[config.mk]
export PLATFORM = sky130hd
export DESIGN_NAME = execute_stage
export DESIGN_NICKNAME = d
export VERILOG_FILES = /design/src/rv_pipe_pkg.sv /design/src/execute_stage.sv
export SDC_FILE = /design/constraint.sdc
export NUM_CORES = 1
export LEC_CHECK = 0
export ABC_CLOCK_PERIOD_IN_PS = 8400
export BUFFER_PORTS_ARGS = -buffer_cell sky130_fd_sc_hd__buf_2
export CORE_MARGIN = 5
export CORE_UTILIZATION = 52
export CTS_CLUSTER_DIAMETER = 100
export DETAILED_ROUTE_END_ITERATION = 6
export PLACE_DENSITY = 0.8
export REMOVE_ABC_BUFFERS = 1
export SKIP_CTS_REPAIR_TIMING = 1
export SYNTH_ARGS = -nofsm -noshare
export SYNTH_HDL_FRONTEND = slang
export SYNTH_SLANG_ARGS = --single-unit
[constraint.sdc]
create_clock -name clk -period 8.4 [get_ports clk]
set_input_delay 2.1 -clock clk [delete_from_list [all_inputs] [get_ports clk]]
set_output_delay 2.1 -clock clk [all_outputs]
set_load 0.005 [all_outputs]
[src/rv_pipe_pkg.sv]
`default_nettype none

package rv_pipe_pkg;

    // Major opcodes of the RV32I subset
    typedef enum logic [6:0] {
        OP     = 7'b0110011,
        OP_IMM = 7'b0010011,
        LOAD   = 7'b0000011,
        STORE  = 7'b0100011,
        BRANCH = 7'b1100011
    } opcode_e;

    typedef enum logic [2:0] {
        ALU_ADD = 3'd0,
        ALU_SUB = 3'd1,
        ALU_AND = 3'd2,
        ALU_OR  = 3'd3,
        ALU_XOR = 3'd4,
        ALU_SLT = 3'd5
    } alu_op_e;

    // addi x0, x0, 0
    localparam logic [31:0] NOP_INST = {12'd0, 5'd0, 3'b000, 5'd0, OP_IMM};

    typedef struct packed {
        logic        valid;
        logic [31:0] pc;
        logic [31:0] inst;
    } if_id_t;

    typedef struct packed {
        logic        valid;
        logic [31:0] pc;
        logic [4:0]  rs1;
        logic [4:0]  rs2;
        logic [4:0]  rd;
        logic [31:0] rs1_data;
        logic [31:0] rs2_data;
        logic [31:0] imm;
        alu_op_e     alu_op;
        logic        use_imm;
        logic        reg_write;
        logic        mem_read;
        logic        mem_write;
        logic        is_branch;
        logic        branch_ne;
    } id_ex_t;

    typedef struct packed {
        logic        valid;
        logic [31:0] pc;
        logic [4:0]  rd;
        // Also the byte address for lw and sw
        logic [31:0] alu_result;
        logic [31:0] store_data;
        logic        reg_write;
        logic        mem_read;
        logic        mem_write;
    } ex_mem_t;

    typedef struct packed {
        logic        valid;
        logic [31:0] pc;
        logic [4:0]  rd;
        logic [31:0] wb_data;
        logic        reg_write;
    } mem_wb_t;

endpackage

`default_nettype wire

[src/execute_stage.sv]
`default_nettype none

module execute_stage (
    input  logic                 clk,
    input  logic                 reset,
    input  rv_pipe_pkg::id_ex_t  id_ex,
    input  rv_pipe_pkg::mem_wb_t mem_wb,
    output rv_pipe_pkg::ex_mem_t ex_mem,
    output logic                 redirect,
    output logic [31:0]          redirect_pc
);
    import rv_pipe_pkg::*;

    logic        exm_fwd;
    logic        wb_fwd;
    logic [31:0] op_a;
    logic [31:0] rs2_val;
    logic [31:0] op_b;
    logic [31:0] alu_out;
    logic        equal;
    ex_mem_t     ex_next;

    // A load in EX/MEM has no data yet, the stall covers it
    assign exm_fwd = ex_mem.valid && ex_mem.reg_write && !ex_mem.mem_read &&
                     ex_mem.rd != 5'd0;
    assign wb_fwd  = mem_wb.valid && mem_wb.reg_write && mem_wb.rd != 5'd0;

    // Youngest producer first
    always_comb begin
        op_a = id_ex.rs1_data;
        if (exm_fwd && ex_mem.rd == id_ex.rs1) begin
            op_a = ex_mem.alu_result;
        end else if (wb_fwd && mem_wb.rd == id_ex.rs1) begin
            op_a = mem_wb.wb_data;
        end
        rs2_val = id_ex.rs2_data;
        if (exm_fwd && ex_mem.rd == id_ex.rs2) begin
            rs2_val = ex_mem.alu_result;
        end else if (wb_fwd && mem_wb.rd == id_ex.rs2) begin
            rs2_val = mem_wb.wb_data;
        end
    end

    assign op_b = id_ex.use_imm ? id_ex.imm : rs2_val;

    always_comb begin
        case (id_ex.alu_op)
            ALU_ADD: alu_out = op_a + op_b;
            ALU_SUB: alu_out = op_a - op_b;
            ALU_AND: alu_out = op_a & op_b;
            ALU_OR:  alu_out = op_a | op_b;
            ALU_XOR: alu_out = op_a ^ op_b;
            ALU_SLT: alu_out = {31'd0, $signed(op_a) < $signed(op_b)};
            default: alu_out = op_a + op_b;
        endcase
    end

    // Branch resolution, predicted not taken
    assign equal       = op_a == rs2_val;
    assign redirect    = id_ex.valid && id_ex.is_branch && (id_ex.branch_ne ? !equal : equal);
    assign redirect_pc = id_ex.pc + id_ex.imm;

    always_comb begin
        ex_next.valid      = id_ex.valid;
        ex_next.pc         = id_ex.pc;
        ex_next.rd         = id_ex.rd;
        ex_next.alu_result = alu_out;
        ex_next.store_data = rs2_val;
        ex_next.reg_write  = id_ex.reg_write;
        ex_next.mem_read   = id_ex.mem_read;
        ex_next.mem_write  = id_ex.mem_write;
    end

    always_ff @(posedge clk) begin
        if (reset) begin
            ex_mem <= '0;
        end else begin
            ex_mem <= ex_next;
        end
    end

    a_alu_op_defined: assert property (
        @(posedge clk) disable iff (reset)
        id_ex.valid |-> id_ex.alu_op inside {ALU_ADD, ALU_SUB, ALU_AND, ALU_OR, ALU_XOR, ALU_SLT}
    ) else $error("undefined ALU operation from decode");

endmodule

`default_nettype wire

; Yosys cells after proc, flatten, opt, wreduce, memory -nomap -nowiden
; Cells that the tools add are included.
[totals]
regBits = 105
latchBits = 0
mem_bits_rw = 0
rom_bits = 0
out_inout_bits = 138
word_cells = 47
n_memories = 0
[classes]
addsub = 3
mul = 0
div = 0
order_cmp = 1
eq_ne = 10
shifts = 0
muxes = 7
bitwise_logic = 3
n_reduce_logical = 15
[op_table]
columns = op, count
row1 = two-way mux 32 bit, 5
row2 = one-hot mux 32 bit (5 select lines), 1
row3 = adder 32 bit, 2
row4 = AND 32 bit, 1
row5 = == test 32 bit, 1
row6 = less-than comparator 32 bit, 1
row7 = bitwise OR 32 bit, 1
row8 = subtractor 32 bit, 1
row9 = bitwise XOR 32 bit, 1
row10 = == test 5 bit, 4
row11 = logical AND 1 bit, 11
row12 = nonzero test 5 bit, 2
row13 = == test 3 x 2 -> 1 bit (second input constant), 2
row14 = == test 3 bit (second input constant), 2
row15 = == test 3 x 1 -> 1 bit (second input constant), 1
row16 = zero test 1 bit, 2
row17 = two-way mux 1 bit, 1

; Longest topological paths before layout
[depth]
ltp_word = 9
mapped_depth = 21
mapped_depth_nobuf = 19

; Worst setup path before layout
; OpenSTA, ideal clock, no wires.
[synth_path]
path_kind = input -> output
startpoint = input mem_wb[34] (netlist bit)
endpoint = output redirect
t_arrival_ps = 4716
required_ps = 6300
setup_slack_ps = 1584
stages = 12
n_path_buf = 1
path_cell_list = or4_4 o211ai_2 clkbuf_1 o31ai_1 a31oi_2 clkinv_1 xnor2_1 nor4_2 nand4_1 nor4_2 xor2_1 and3_1
[synth_via]
elab_chain_len = 9
[synth_rtl]
columns = element, line
row1 = from (decl), execute_stage.sv:7  ; input rv_pipe_pkg::mem_wb_t mem_wb,
row2 = nonzero test 5 bit, execute_stage.sv:26  ; assign wb_fwd = mem_wb.valid && mem_wb.reg_write && mem_wb.rd != 5'd0;
row3 = logical AND 1 bit, execute_stage.sv:26
row4 = "logical AND 1 bit, on equally long branches", "execute_stage.sv:33, execute_stage.sv:39"
row5 = "two-way mux 32 bit, on equally long branches", "execute_stage.sv:33, execute_stage.sv:39"
row6 = "two-way mux 32 bit, on equally long branches", "execute_stage.sv:31, execute_stage.sv:37"
row7 = == test 32 bit *, execute_stage.sv:59  ; assign equal = op_a == rs2_val;
row8 = zero test 1 bit, execute_stage.sv:60  ; assign redirect = id_ex.valid && id_ex.is_branch && (id_ex.branch_ne ? !equal : equal);
row9 = two-way mux 1 bit *, execute_stage.sv:60
row10 = logical AND 1 bit *, execute_stage.sv:60
row11 = to (decl), execute_stage.sv:9  ; output logic redirect,
; Every way passes the cells marked *; elsewhere a longest branch is shown, timed or not.

; Final worst setup path
[layout_path]
startpoint = input mem_wb[36] (netlist bit)
endpoint = output redirect
; The elaborated chain is that of the path after synthesis.

==> run_results.csv <==
group,metric,value,unit
route,drt-pass1-iter-count,6,
worst_hold_path,min_path_cells,2,
critical_path,path_delay_family,"simple AND/OR/NAND/NOR gates",
critical_path,start_kind,"primary input",
clock_tree,cts_buffers,9,
timing,slew_viol_final,0,
worst_hold_path,hold_path_class,"register to register",
timing,hold_viol,0,
clock_tree,path_clk_slew,0.09,ns
timing,tightest_slew,1.305,ns
timing,fin_skew,0.01347,ns
clock_tree,clockRootBuffer,"clkbuf_16",
route,routed_wl,54.38,mm
clock_tree,cts_max_path_buffers,2,
floorplanning,fp.dieH,164.2,um
floorplanning,core,23470,um2
synth,synth_area,12370,um2
critical_path,cpMostUsedCell,"buf_2",
synth,synthTopCellsByArea,"dfxtp_1 17%, ha_1 13%, xnor2_1 6.1%, a21oi_1 5.5%, nor2b_1 4.3%",
clock_tree,cts_sinks,105,
critical_path,worst-path-buf-inv,4,
critical_path,worstPathRequired,6.30,ns
route,ant_nets,0,
placement,place_congestion,1.022,
placement,portBuffers,331,
floorplanning,die_w,164.2,um
floorplanning,die_area,26970,um2
critical_path,crit_arrival,5.81,ns
grt,grt_pass1_wl,79.23,mm
synth,async_flop_share,0,%
clock_tree,htree_levels,3,
job,maxCapViolCount,0,
placement,dp_hpwl,42.63,mm
critical_path,critPathMaxStageDelay,0.53,ns
synth,synth_top_area_cell,"dfxtp_1",
timing,slew_headroom,12.69,%
outcome,status,"completed",
critical_path,startpoint,"mem_wb[36]",
cells_and_area,area_growth_syn_to_layout,17.90,%
grt,antenna_found_initial,8,
route,via_count,14610,
critical_path,cpMaxStageDelayCell,"or4_4",
floorplanning,start_util,52.69,%
synth,syn_inst,1667,
clock_tree,insertion_delay,0.37,ns
timing,final.setup.tns,0,ns
route,vias_per_cell,6.447,
worst_hold_path,hold_path_end,"ex_mem[4]",
pwr,comb_power_share,48.7,%
synth,synth_cell_type_count,78,
clock_tree,cts_tree,"built",
critical_path,regToRegStartpoint,"ex_mem[68]",
synth,synth_seq_cells,105,
critical_path,rr_endpoint,"ex_mem[61]",
route,drt_iter0_markers,1828,
grt,grt.total_usage,37.91,%
synth,syn_area_per_cell,7.419,um2
critical_path,worstPathCellList,"buf_2, or4_4, o211ai_4, buf_4, o31ai_1, a31oi_1, inv_1, xnor2_1, a2111oi_2, nand4_1, nor4_2, xor2_1, and3_1, buf_2",
timing,post-route-period-util,94.12,%
timing,setup_viol_count_final,0,
synth,synth_enable_flop_cells,0,
cells_and_area,fin_nets,2292,
placement,place_area,14280,um2
route,drcViolationCount,0,
timing,rsz0062_at_grt,"false",
pwr,power_switching,0.8649,mW
cells_and_area,drive_gt1_share,24.27,%
pwr,intPower,1.119,mW
cells_and_area,reg.largest.list,"ex_mem: 105 flops",
cells_and_area,largest_reg_flops,105,
cells_and_area,fin_area,14580,um2
pwr,p_clk_share,22.4,%
synth,ys_seq_area_share,17.00,%
critical_path,rrSetupSlack,2.24,ns
pwr,power_frac_seq,28.9,%
floorplanning,ios,364,
pwr,peakVddDrop,0.09012,mV
cells_and_area,regMostFlops,"ex_mem",
worst_hold_path,hp-start,"ex_mem[36]",
critical_path,r2r_cells,15,
synth,synth_top_area_share,17.00,%
grt,overflow,0,
critical_path,crit_type,"primary input to output pin",
route,wire_per_inst,24.00,um
synth,ys.flop_type,"dfxtp_1",
critical_path,endpoint_kind,"output pin",
pwr,p_leak,6.489,nW
timing,fmaxAchievable,0.1265,GHz
grt,grt_pass1_vias,13220,
pwr,p_sw_share,43.59,%
timing,fin_crit,7.906,ns
synth,ys_warn_count,0,
critical_path,cp_max_fo,14,
floorplanning,placement_rows,56,
pwr,power_per_cell_area,136.1,nW/um2
grt,grt_max_degree,95,
layout by cell type, fill, tap and decap left out, drive strengths merged, types with 6 or more instances in the layout:
cell type	count
buf	373
a21oi	136
ha	127
nor2	123
inv	119
o21ai	107
dfxtp	105
nand2	96
xnor2	86
nor2b	85
nor4	62
nand4	57
a31oi	56
o31ai	54
mux2	36
nor3	26
a21o	23
mux2i	21
nand3	20
o21bai	18
o211ai	18
a211oi	16
xor2	15
a221oi	12
or2	11
or3	10
nand2b	10
clkbuf	10
o21a	9
and3	8
diode	6
a41oi	6
worst register-to-register path, delay by kind of cell (launching register included):
| kind | cells | cell delay [ns] |
|---|---|---|
| compound gates | 7 | 2.28 |
| fa+ha+maj | 1 | 0.48 |
| simple gates | 5 | 2.18 |
| buf+inv | 1 | 0.35 |
| flops | 1 | 0.38 |
| mux | 1 | 0.37 |
power groups by stage:
stage	Sequential, mW	Combinational (mW)	Clock, mW
2_1_floorplan	0.573	0.561	0
3_3_place_gp	0.582	0.919	0
3_5_place_dp	0.583	0.930	0
4_1_cts	0.572	0.935	0.443
5_1_grt	0.576	1.03	0.464
6_report	0.574	0.966	0.444
through the flow:
step / hold slack (ns) / worst slack, ns / utilization (%) / total power, mW / std cells
2_1_floorplan: 0.5957 / 0.7483 / - / 1.134 / 1552
3_3_place_gp: 0.6870 / 0.6441 / 60.82 / 1.502 / 2244
3_5_place_dp: 0.6809 / 0.6062 / 60.82 / 1.513 / 2244
4_1_cts: 0.6979 / 0.6043 / 62.06 / 1.949 / 2260
5_1_grt: 0.7871 / 0.3919 / 62.11 / 2.071 / 2265
6_report: 0.7115 / 0.4940 / 62.12 / 1.984 / 2266
cell families (layout without fill, tap and decap cells):
family	count (synthesis)	in the layout	synth area share, %
and+or+nand+nor	526	526	22.22
AOI/OAI and AO/OA	515	515	27.52
buffers and inverters	233	507	7.810
adders and majority gates	130	130	13.33
DFF	105	105	17.00
xor gates and xnor gates	101	101	7.152
muxes	57	57	4.977
other	0	6	0
synthesized netlist by cell type, types with 5 or more instances:
cell and n:
mux2_2 36, buf_2 6, mux2i_1 21, a21o_1 23
nand4_1 57, a211oi_1 15, o21bai_1 18, buf_6 6
or3_1 10, nor2b_1 85, nor4_1 60, o21ai_0 106
xor2_1 15, o31ai_1 54, a31oi_1 45, nand3_1 19
nand2_1 96, a31oi_2 8, xnor2_1 86, clkbuf_1 86
nor3_1 24, and3_1 8, inv_2 6, o31a_1 5
inv_1 110, ha_1 127, buf_4 6, o21a_1 9
dfxtp_1 105, a221oi_1 12, or2_2 11, buf_1 10
a41oi_1 6, o211ai_1 17, nor2_1 123, o311ai_0 5
nand2b_1 10, a21oi_1 136
cell type report:
cell class,instances,area (um2)
well taps,319,399.1
repair buffers,373,1974
fillers,2207,8891
clock buffers,10,229.0
inverters,118,442.9
diodes,6,15.01
clock inverters,6,61.31
flip-flops and latches,105,2102
multi-input cells,1329,9358
per-layer routing:
metal / global-route usage (%) / vias up / wire length, um / part of all wire, %
li1: - / 6616 / - / -
met1: 50.31 / 6742 / 21250 / 39
met2: 59.04 / 1040 / 23610 / 43
met3: 8.030 / 206 / 6582 / 12
met4: 17.12 / 4 / 2922 / 5.4
met5: 0 / - / 21 / 0.039
how the worst max path moves through the flow:
stage | to | cells after the start
after floorplan | redirect | 11
after detailed placement | redirect | 14
after CTS | redirect | 14
final | redirect | 14
after global placement | redirect | 13
after global routing | redirect | 14
Power figures use the tool's default switching activity.
