[src/rv_pipe_pkg.sv]
`default_nettype none

package rv_pipe_pkg;

    // Major opcodes of the RV32I subset
    typedef enum logic [6:0] {
        OP     = 7'b0110011,
        OP_IMM = 7'b0010011,
        LOAD   = 7'b0000011,
        STORE  = 7'b0100011,
        BRANCH = 7'b1100011
    } opcode_e;

    typedef enum logic [2:0] {
        ALU_ADD = 3'd0,
        ALU_SUB = 3'd1,
        ALU_AND = 3'd2,
        ALU_OR  = 3'd3,
        ALU_XOR = 3'd4,
        ALU_SLT = 3'd5
    } alu_op_e;

    // addi x0, x0, 0
    localparam logic [31:0] NOP_INST = {12'd0, 5'd0, 3'b000, 5'd0, OP_IMM};

    typedef struct packed {
        logic        valid;
        logic [31:0] pc;
        logic [31:0] inst;
    } if_id_t;

    typedef struct packed {
        logic        valid;
        logic [31:0] pc;
        logic [4:0]  rs1;
        logic [4:0]  rs2;
        logic [4:0]  rd;
        logic [31:0] rs1_data;
        logic [31:0] rs2_data;
        logic [31:0] imm;
        alu_op_e     alu_op;
        logic        use_imm;
        logic        reg_write;
        logic        mem_read;
        logic        mem_write;
        logic        is_branch;
        logic        branch_ne;
    } id_ex_t;

    typedef struct packed {
        logic        valid;
        logic [31:0] pc;
        logic [4:0]  rd;
        // Also the byte address for lw and sw
        logic [31:0] alu_result;
        logic [31:0] store_data;
        logic        reg_write;
        logic        mem_read;
        logic        mem_write;
    } ex_mem_t;

    typedef struct packed {
        logic        valid;
        logic [31:0] pc;
        logic [4:0]  rd;
        logic [31:0] wb_data;
        logic        reg_write;
    } mem_wb_t;

endpackage

`default_nettype wire

[src/decode_stage.sv]
`default_nettype none

module decode_stage (
    input  logic                 clk,
    input  logic                 reset,
    input  rv_pipe_pkg::if_id_t  if_id,
    input  rv_pipe_pkg::id_ex_t  stall_src,
    input  logic                 redirect,
    input  rv_pipe_pkg::mem_wb_t mem_wb,
    output rv_pipe_pkg::id_ex_t  id_ex,
    output logic                 stall
);
    import rv_pipe_pkg::*;

    logic [31:0] regs [32];
    logic [31:0] inst;
    logic        known;
    logic [2:0]  raw_f3;
    logic [6:0]  raw_f7;
    opcode_e     opcode;
    logic [4:0]  rs1;
    logic [4:0]  rs2;
    logic [31:0] imm_i;
    logic [31:0] imm_s;
    logic [31:0] imm_b;
    logic        wb_we;
    logic        uses_rs2;
    id_ex_t      id_next;

    function automatic alu_op_e alu_sel(input logic [2:0] f3, input logic sub);
        case (f3)
            3'b000:  alu_sel = sub ? ALU_SUB : ALU_ADD;
            3'b010:  alu_sel = ALU_SLT;
            3'b100:  alu_sel = ALU_XOR;
            3'b110:  alu_sel = ALU_OR;
            3'b111:  alu_sel = ALU_AND;
            default: alu_sel = ALU_ADD;
        endcase
    endfunction

    assign raw_f3 = if_id.inst[14:12];
    assign raw_f7 = if_id.inst[31:25];

    // Anything outside the subset runs as a nop
    always_comb begin
        case (if_id.inst[6:0])
            OP:          known = (raw_f7 == 7'b0000000 &&
                                  raw_f3 inside {3'b000, 3'b010, 3'b100, 3'b110, 3'b111}) ||
                                 (raw_f7 == 7'b0100000 && raw_f3 == 3'b000);
            OP_IMM:      known = raw_f3 inside {3'b000, 3'b010, 3'b100, 3'b110, 3'b111};
            LOAD, STORE: known = raw_f3 == 3'b010;
            BRANCH:      known = raw_f3 inside {3'b000, 3'b001};
            default:     known = 1'b0;
        endcase
    end

    assign inst   = known ? if_id.inst : NOP_INST;
    assign opcode = opcode_e'(inst[6:0]);
    assign rs1    = inst[19:15];
    assign rs2    = inst[24:20];

    assign imm_i = {{20{inst[31]}}, inst[31:20]};
    assign imm_s = {{20{inst[31]}}, inst[31:25], inst[11:7]};
    assign imm_b = {{19{inst[31]}}, inst[31], inst[7], inst[30:25], inst[11:8], 1'b0};

    // Register file write port skips x0
    assign wb_we = mem_wb.valid && mem_wb.reg_write && mem_wb.rd != 5'd0;

    always_ff @(posedge clk) begin
        if (reset) begin
            for (int i = 0; i < 32; i++) begin
                regs[i] <= '0;
            end
        end else if (wb_we) begin
            regs[mem_wb.rd] <= mem_wb.wb_data;
        end
    end

    always_comb begin
        id_next       = '0;
        id_next.valid = if_id.valid;
        id_next.pc    = if_id.pc;
        id_next.rs1   = rs1;
        id_next.rs2   = rs2;
        id_next.rd    = inst[11:7];
        // Same-cycle write-back bypasses the array
        id_next.rs1_data = (rs1 == 5'd0) ? '0 :
                           (wb_we && mem_wb.rd == rs1) ? mem_wb.wb_data : regs[rs1];
        id_next.rs2_data = (rs2 == 5'd0) ? '0 :
                           (wb_we && mem_wb.rd == rs2) ? mem_wb.wb_data : regs[rs2];
        id_next.alu_op = ALU_ADD;
        case (opcode)
            OP: begin
                id_next.reg_write = 1'b1;
                id_next.alu_op    = alu_sel(inst[14:12], inst[30]);
            end
            OP_IMM: begin
                id_next.reg_write = 1'b1;
                id_next.use_imm   = 1'b1;
                id_next.imm       = imm_i;
                id_next.alu_op    = alu_sel(inst[14:12], 1'b0);
            end
            LOAD: begin
                id_next.reg_write = 1'b1;
                id_next.mem_read  = 1'b1;
                id_next.use_imm   = 1'b1;
                id_next.imm       = imm_i;
            end
            STORE: begin
                id_next.mem_write = 1'b1;
                id_next.use_imm   = 1'b1;
                id_next.imm       = imm_s;
            end
            BRANCH: begin
                id_next.is_branch = 1'b1;
                id_next.branch_ne = inst[12];
                id_next.imm       = imm_b;
                id_next.alu_op    = ALU_SUB;
            end
            default: ;
        endcase
        if (!id_next.reg_write) begin
            id_next.rd = 5'd0;
        end
    end

    // Load in ID/EX feeding the instruction in decode
    assign uses_rs2 = opcode inside {OP, STORE, BRANCH};
    assign stall = if_id.valid && stall_src.valid && stall_src.mem_read &&
                   stall_src.rd != 5'd0 &&
                   (stall_src.rd == rs1 || (uses_rs2 && stall_src.rd == rs2));

    always_ff @(posedge clk) begin
        if (reset || redirect || stall) begin
            id_ex <= '0;
        end else begin
            id_ex <= id_next;
        end
    end

    a_stall_keeps_if_id: assert property (
        @(posedge clk) disable iff (reset) stall |=> $stable(if_id)
    ) else $error("IF/ID changed during a load-use stall");

    a_redirect_clears_if_id: assert property (
        @(posedge clk) disable iff (reset) redirect |=> !if_id.valid
    ) else $error("IF/ID still valid after a branch redirect");

endmodule

`default_nettype wire

[config.mk]
export PLATFORM = sky130hd
export DESIGN_NAME = decode_stage
export DESIGN_NICKNAME = d
export VERILOG_FILES = /design/src/rv_pipe_pkg.sv /design/src/decode_stage.sv
export SDC_FILE = /design/constraint.sdc
export NUM_CORES = 2
export LEC_CHECK = 0
export ABC_AREA = 0
export BUFFER_PORTS_ARGS = -buffer_cell sky130_fd_sc_hd__buf_2
export CORE_ASPECT_RATIO = 1.5
export CORE_MARGIN = 2
export CORE_UTILIZATION = 55
export CTS_CLUSTER_SIZE = 30
export DETAILED_ROUTE_END_ITERATION = 10
export PLACE_DENSITY_LB_ADDON = 0.05
export SETUP_SLACK_MARGIN = 0.02
export SLEW_MARGIN = 20
export SYNTH_ARGS = -nofsm -noshare
export SYNTH_HDL_FRONTEND = slang
export SYNTH_SLANG_ARGS = --single-unit
[constraint.sdc]
create_clock -name clk -period 4.2 [get_ports clk]
set_input_delay 1.26 -clock clk [delete_from_list [all_inputs] [get_ports clk]]
set_output_delay 1.26 -clock clk [all_outputs]
set_load 0.02 [all_outputs]
After elaboration in Yosys (flattened, before gate mapping):

Memories as Yosys holds them, arrays and structs flattened. A register that Yosys moved wholly into a read port is not among the register bits.
Cells that the tools add are included.

* logic and storage cells: 90
* output and inout port bits: 154
* memories: 1
* register bits after elaboration: 89
* memory bits (writable): 1024

Memory list
* regs: words 32, bits a word 32, rd ports 2, clocked after memory_dff 2, wr ports 32, line decode_stage.sv:15 `logic [31:0] regs [32];`

* reduce and logical (&&, ||, !) cells: 32
* eq/ne operators: 22
* bitwise operators: 2
* mux-type cells: 20

Operator list (count)
* $pmux 32 s3: 1
* $mux 32: 2
* $eq 7x6->1 const B: 5
* $reduce_or 32->1: 1
* $eq 3x3->1 const B: 6
* $pmux 3 s5: 1
* $reduce_bool 5->1: 3
* $eq 7x2->1 const B: 2
* $eq 7x5->1 const B: 2
* $eq 7x7->1 const B: 2
* $pmux 3 s4: 1
* $reduce_or 2->1: 6
* $mux 1: 11
* $eq 5x5->1: 2
* $logic_not 5->1: 2
* $logic_and 1x1->1: 9
* $pmux 3 s3: 1
* $logic_not 7->1: 1
* $eq 3x2->1 const B: 2
* $logic_not 3->1: 2
* $reduce_or 3->1: 2
* $mux 5: 1
* $logic_or 1x1->1: 4
* $pmux 1 s4: 1
* 5 further kinds: 6

Longest topological paths before layout:

* depth after elaboration: 13
* mapped depth: 13
* depth with buffers taken out: 8

Least setup slack after synthesis:

OpenSTA, ideal clock, no wires.

* path kind: in2out
* start: in if_id[25] (netlist name)
* end: out stall
* required time: 2.940 ns
* buffers on the path: 1
* slack: -0.150 ns
* cell stages on the path: 8
* data arrival time: 3.090 ns
* cell sequence: or4_1 -> o31a_1 -> o21a_1 -> buf_6 -> o31a_1 -> o22ai_1 -> nand2_1 -> inv_1

* longest elaborated chain between the ends: 10
* elaborated cells on any way between the ends: 16

RTL lines
* start, declared: line decode_stage.sv:6 `input rv_pipe_pkg::if_id_t if_id,`
* $eq 7x6->1 / $logic_not 7->1 (equally long branches): line decode_stage.sv:49, decode_stage.sv:47
* $logic_and 1x1->1, on equally long branches: line decode_stage.sv:49, decode_stage.sv:48
* $logic_or 1x1->1 (*): line decode_stage.sv:48 `raw_f3 inside {3'b000, 3'b010, 3'b100, 3'b110, 3'b111}) ||`
* $pmux 1 s4 (*): line decode_stage.sv:46 `case (if_id.inst[6:0])`
* $mux 32 (*): line decode_stage.sv:57 `assign inst = known ? if_id.inst : NOP_INST;`
* $eq 7x6->1 / $eq 7x7->1 (equally long branches): line decode_stage.sv:128 `assign uses_rs2 = opcode inside {OP, STORE, BRANCH};`
* $reduce_bool 3->1: line decode_stage.sv:128
* $logic_and 1x1->1: line decode_stage.sv:131 `(stall_src.rd == rs1 || (uses_rs2 && stall_src.rd == rs2));`
* $logic_or 1x1->1 (*): line decode_stage.sv:131
* $logic_and 1x1->1 (*): line decode_stage.sv:130 `stall_src.rd != 5'd0 &&`
* end, declared: line decode_stage.sv:11 `output logic stall`

Every way passes the cells marked *; elsewhere a longest branch is shown, timed or not.

Worst setup path in the final report:

* start: in if_id[27] (netlist name)
* end: out stall

The elaborated chain is that of the path after synthesis.

==> results.md <==
- Largest net degree at the start of global routing: 70
- Number of clock sinks: about 1200
- Number of optimization iterations in the first detailed-route pass: 8
- Relative area change from synthesis to final layout: 20.4%
- Count of pins on the block boundary: between 400 and 500
- Number of placed instances, taps included: approximately 7100
- Post-route cell area: 72500 um2
- Ranking of synthesized cells by area: edfxtp_1, and2_1, dfxtp_1
- Post-synth top area share: approximately half
- Placement Rows: about 150
- Setup CP Type: in -> out
- Predominant post-synthesis flop cell: edfxtp_1
- Global-route wire length before repair: roughly 400 mm
- # fillers: roughly 8300
- Share of the clock period used by the worst path after layout: 106%
- Cts bufs inserted: about 110
- GRT Overall Usage: roughly half
- Fin nets: approximately 6000
- Mean instance size in the synthesized netlist: between 10 and 15 um2
- Worst VDD drop: just over 0.4 mV
- Leak pwr: 27.0 nW
- Hold-fix buffers, CTS: 0
- WL met2: between 100 and 150 mm
- Failing checks: setup timing
- Total power divided by cell area: between 300 and 400 nW/um2
- RSZ-0062 raised after global routing: yes
- Worst path required time: between 2 and 3 ns
- Sum of net half-perimeters after detailed placement: 199 mm
- Synth cell count leaders: edfxtp_1, and2_1, clkbuf_1, mux2i_1, nor2_1
- First-iteration detailed-routing DRC count: about 9400
- EDFF count, synth: roughly 1000
- Worst hold path type: in -> reg
- Worst slew slack as a fraction of its limit: under 10%
- Share of synthesized registers carrying an async set or reset: 0%
- Cell type with the largest total area after synthesis: edfxtp_1
- Peak fanout along the critical path: 3
- Final Routed Wirelength: roughly 290 mm
- DRC violation count after routing: 0
- Placed cell areas: roughly 68000 um2
- Fraction of final layout cells with drive strength greater than 1: ~26%
- Vias after detailed routing: between 50000 and 60000
- Most instantiated library cell after synthesis: edfxtp_1
- CP arrival: around 3.2 ns
- Number of standard cells after synthesis: approximately 5200
- Distinct cell type count after synthesis: 87
- #FFs+latches synth: 1158
- CTS tree: built
- Sequential element share of the synthesized area: a little under three fifths
- DIE AREA: around 110000 um2
- Number of antenna violations at the first check in global routing: 58
- Top routing layer in use: met5
- Clock latency on the worst-skew pair: 0.76 ns
- Final weighted congestion in routability-driven placement: ~1.1
- Average detailed-routed wire length per instance: between 30 and 40 um
- Starting utilization of the core area: between 50% and 60%
- Clock Tree Buf Depth: 3
- Status: complete, but fails checks
- Buffer type at the clock tree root: clkbuf_16
- Category of the worst setup path capture point: output port
- Die boundary height: about 400 um
- Slew of the pin with the lowest slew margin: around 1.4 ns
- Final cell count without fillers: ~7400
- Final count of hold timing violations: 0
- Post-synthesis instance area: around 60000 um2
- Number of buffer cells added on primary ports: 267
- H-tree levels: 3
- Setup skew after layout: 0.0271 ns
- Setup-failing EPs final: 5
- Core Util, Final: about two thirds
- Overflow after GRT: 0
- Horizontal die dimension: roughly 270 um
- Slack of the worst reg-to-reg path: between 1.5 and 2 ns
- Detail Route met3 WL: between 40 and 50 mm
- Number of antenna-violating nets in the routed design: 0
- Final Max Slew Viols: 0
- Metal-1 WL: 91.4 mm
- Final period demand of the worst path: 4.47 ns
- DR vias/cell: between 7 and 8
- Reg clk slew, reported paths: 0.06 ns
- Number of global-route vias before repair: 50500
- Setup crit start kind: primary input
- Worst setup slack after layout: -0.270 ns
- Total number of yosys warnings: 0
- Maximum Capacitance Violations: 0
- Core Area: around 110000 um2
- F_max: 0.224 GHz
-- critical path: stages --
cell,delay [ns]
buf_6,0.09
or4_4,0.52
o31a_1,0.33
o21a_4,0.25
o31a_1,0.26
o22ai_2,0.21
nand2_2,0.10
inv_2,0.07
buf_6,0.11
-- report_power, final --
group	internal [W]	switching, W
clock network	0.00574	0.00468
logic	0.000928	0.00181
registers	0.0131	0.000360
-- per-stage QoR --
| stage | total power (W) | TNS (ns) | hold slack, ns | setup WS [ns] |
|---|---|---|---|---|
| 6_report | 0.0266 | -0.397 | 0.709 | -0.270 |
| 5_1_grt | 0.0270 | -0.286 | 0.711 | -0.286 |
| 4_1_cts | 0.0263 | -0.308 | 0.705 | -0.308 |
| 3_5_place_dp | 0.0162 | -19.29 | 0.734 | -0.670 |
| 3_3_place_gp | 0.0161 | -19.64 | 0.721 | -0.932 |
| 2_1_floorplan | 0.0148 | -0.0664 | 0.594 | -0.0664 |
-- repair_timing --
item                                    in CTS  in global routing
gates resized for setup                      5                 19
pin swaps                                    4                 10
hold endpoints to repair                     0                  0
setup buffers                                5                 11
gates cloned                                 0                  1
endpoints found under the setup margin       1                 32
-- cells in the final DEF (no fill, tap or decap), drive strengths merged, types with 33 or more instances in the layout --
cell	count
buf	1016
a22oi	60
nor3	130
clkinv	34
o2bb2ai	58
a211oi	84
edfxtp	1024
o211ai	45
o21ai	202
clkbuf	163
o22ai	144
nand2	167
nand3	85
o221ai	101
and2	1004
mux2i	258
mux2	153
mux4	45
a221oi	55
nor4	52
a31oi	53
a21oi	130
dfxtp	134
or2	33
nor2	248
nor2b	43
-- cells by family (layout without fill, tap and decap cells) --
logic type / Yosys count / after routing / share of synthesized area (%)
AO/OA/AOI/OAI: 1180 / 1180 / 14.0
XOR/XNOR: 11 / 11 / 0.160
buffers and inverters: 579 / 1245 / 4.14
flip-flops: 1158 / 1158 / 55.5
multiplexers: 456 / 456 / 8.83
other: 1 / 64 / 0.00623
AND/OR/NAND/NOR: 1859 / 1859 / 17.4
-- worst paths after layout --
kind / start / endpoint / cells after the start
worst min register to register: regs[16][14] / id_ex[55] / 4
worst max-delay path: if_id[27] / stall / 9
worst max register to register: regs[22][4] / id_ex[77] / 7
worst min-delay path: if_id[62] / id_ex[150] / 2
-- layer usage --
| metal | global-route usage, % | vias up |
|---|---|---|
| li1 | - | 20900 |
| met1 | 59.1 | 25900 |
| met2 | 75.6 | 5244 |
| met3 | 19.9 | 1603 |
| met4 | 46.1 | 36 |
| met5 | 0 | - |
-- cell type report --
type | instances | area [um2] | area share (%)
diodes | 32 | 80.1 | 0.110
clock buffers | 162 | 3250 | 4.48
clock inverters | 49 | 435 | 0.601
inverters | 17 | 63.8 | 0.0880
multi-input cells | 3538 | 24800 | 34.2
flip-flops and latches | 1158 | 33400 | 46.1
well taps | 1425 | 1780 | 2.46
repair buffers | 1017 | 8650 | 11.9
-- registers in the layout, summed over array words and instances, names as in the netlist --
name   flops
id_ex    134
regs    1024
Note: power is estimated with default switching activity, not from simulation.
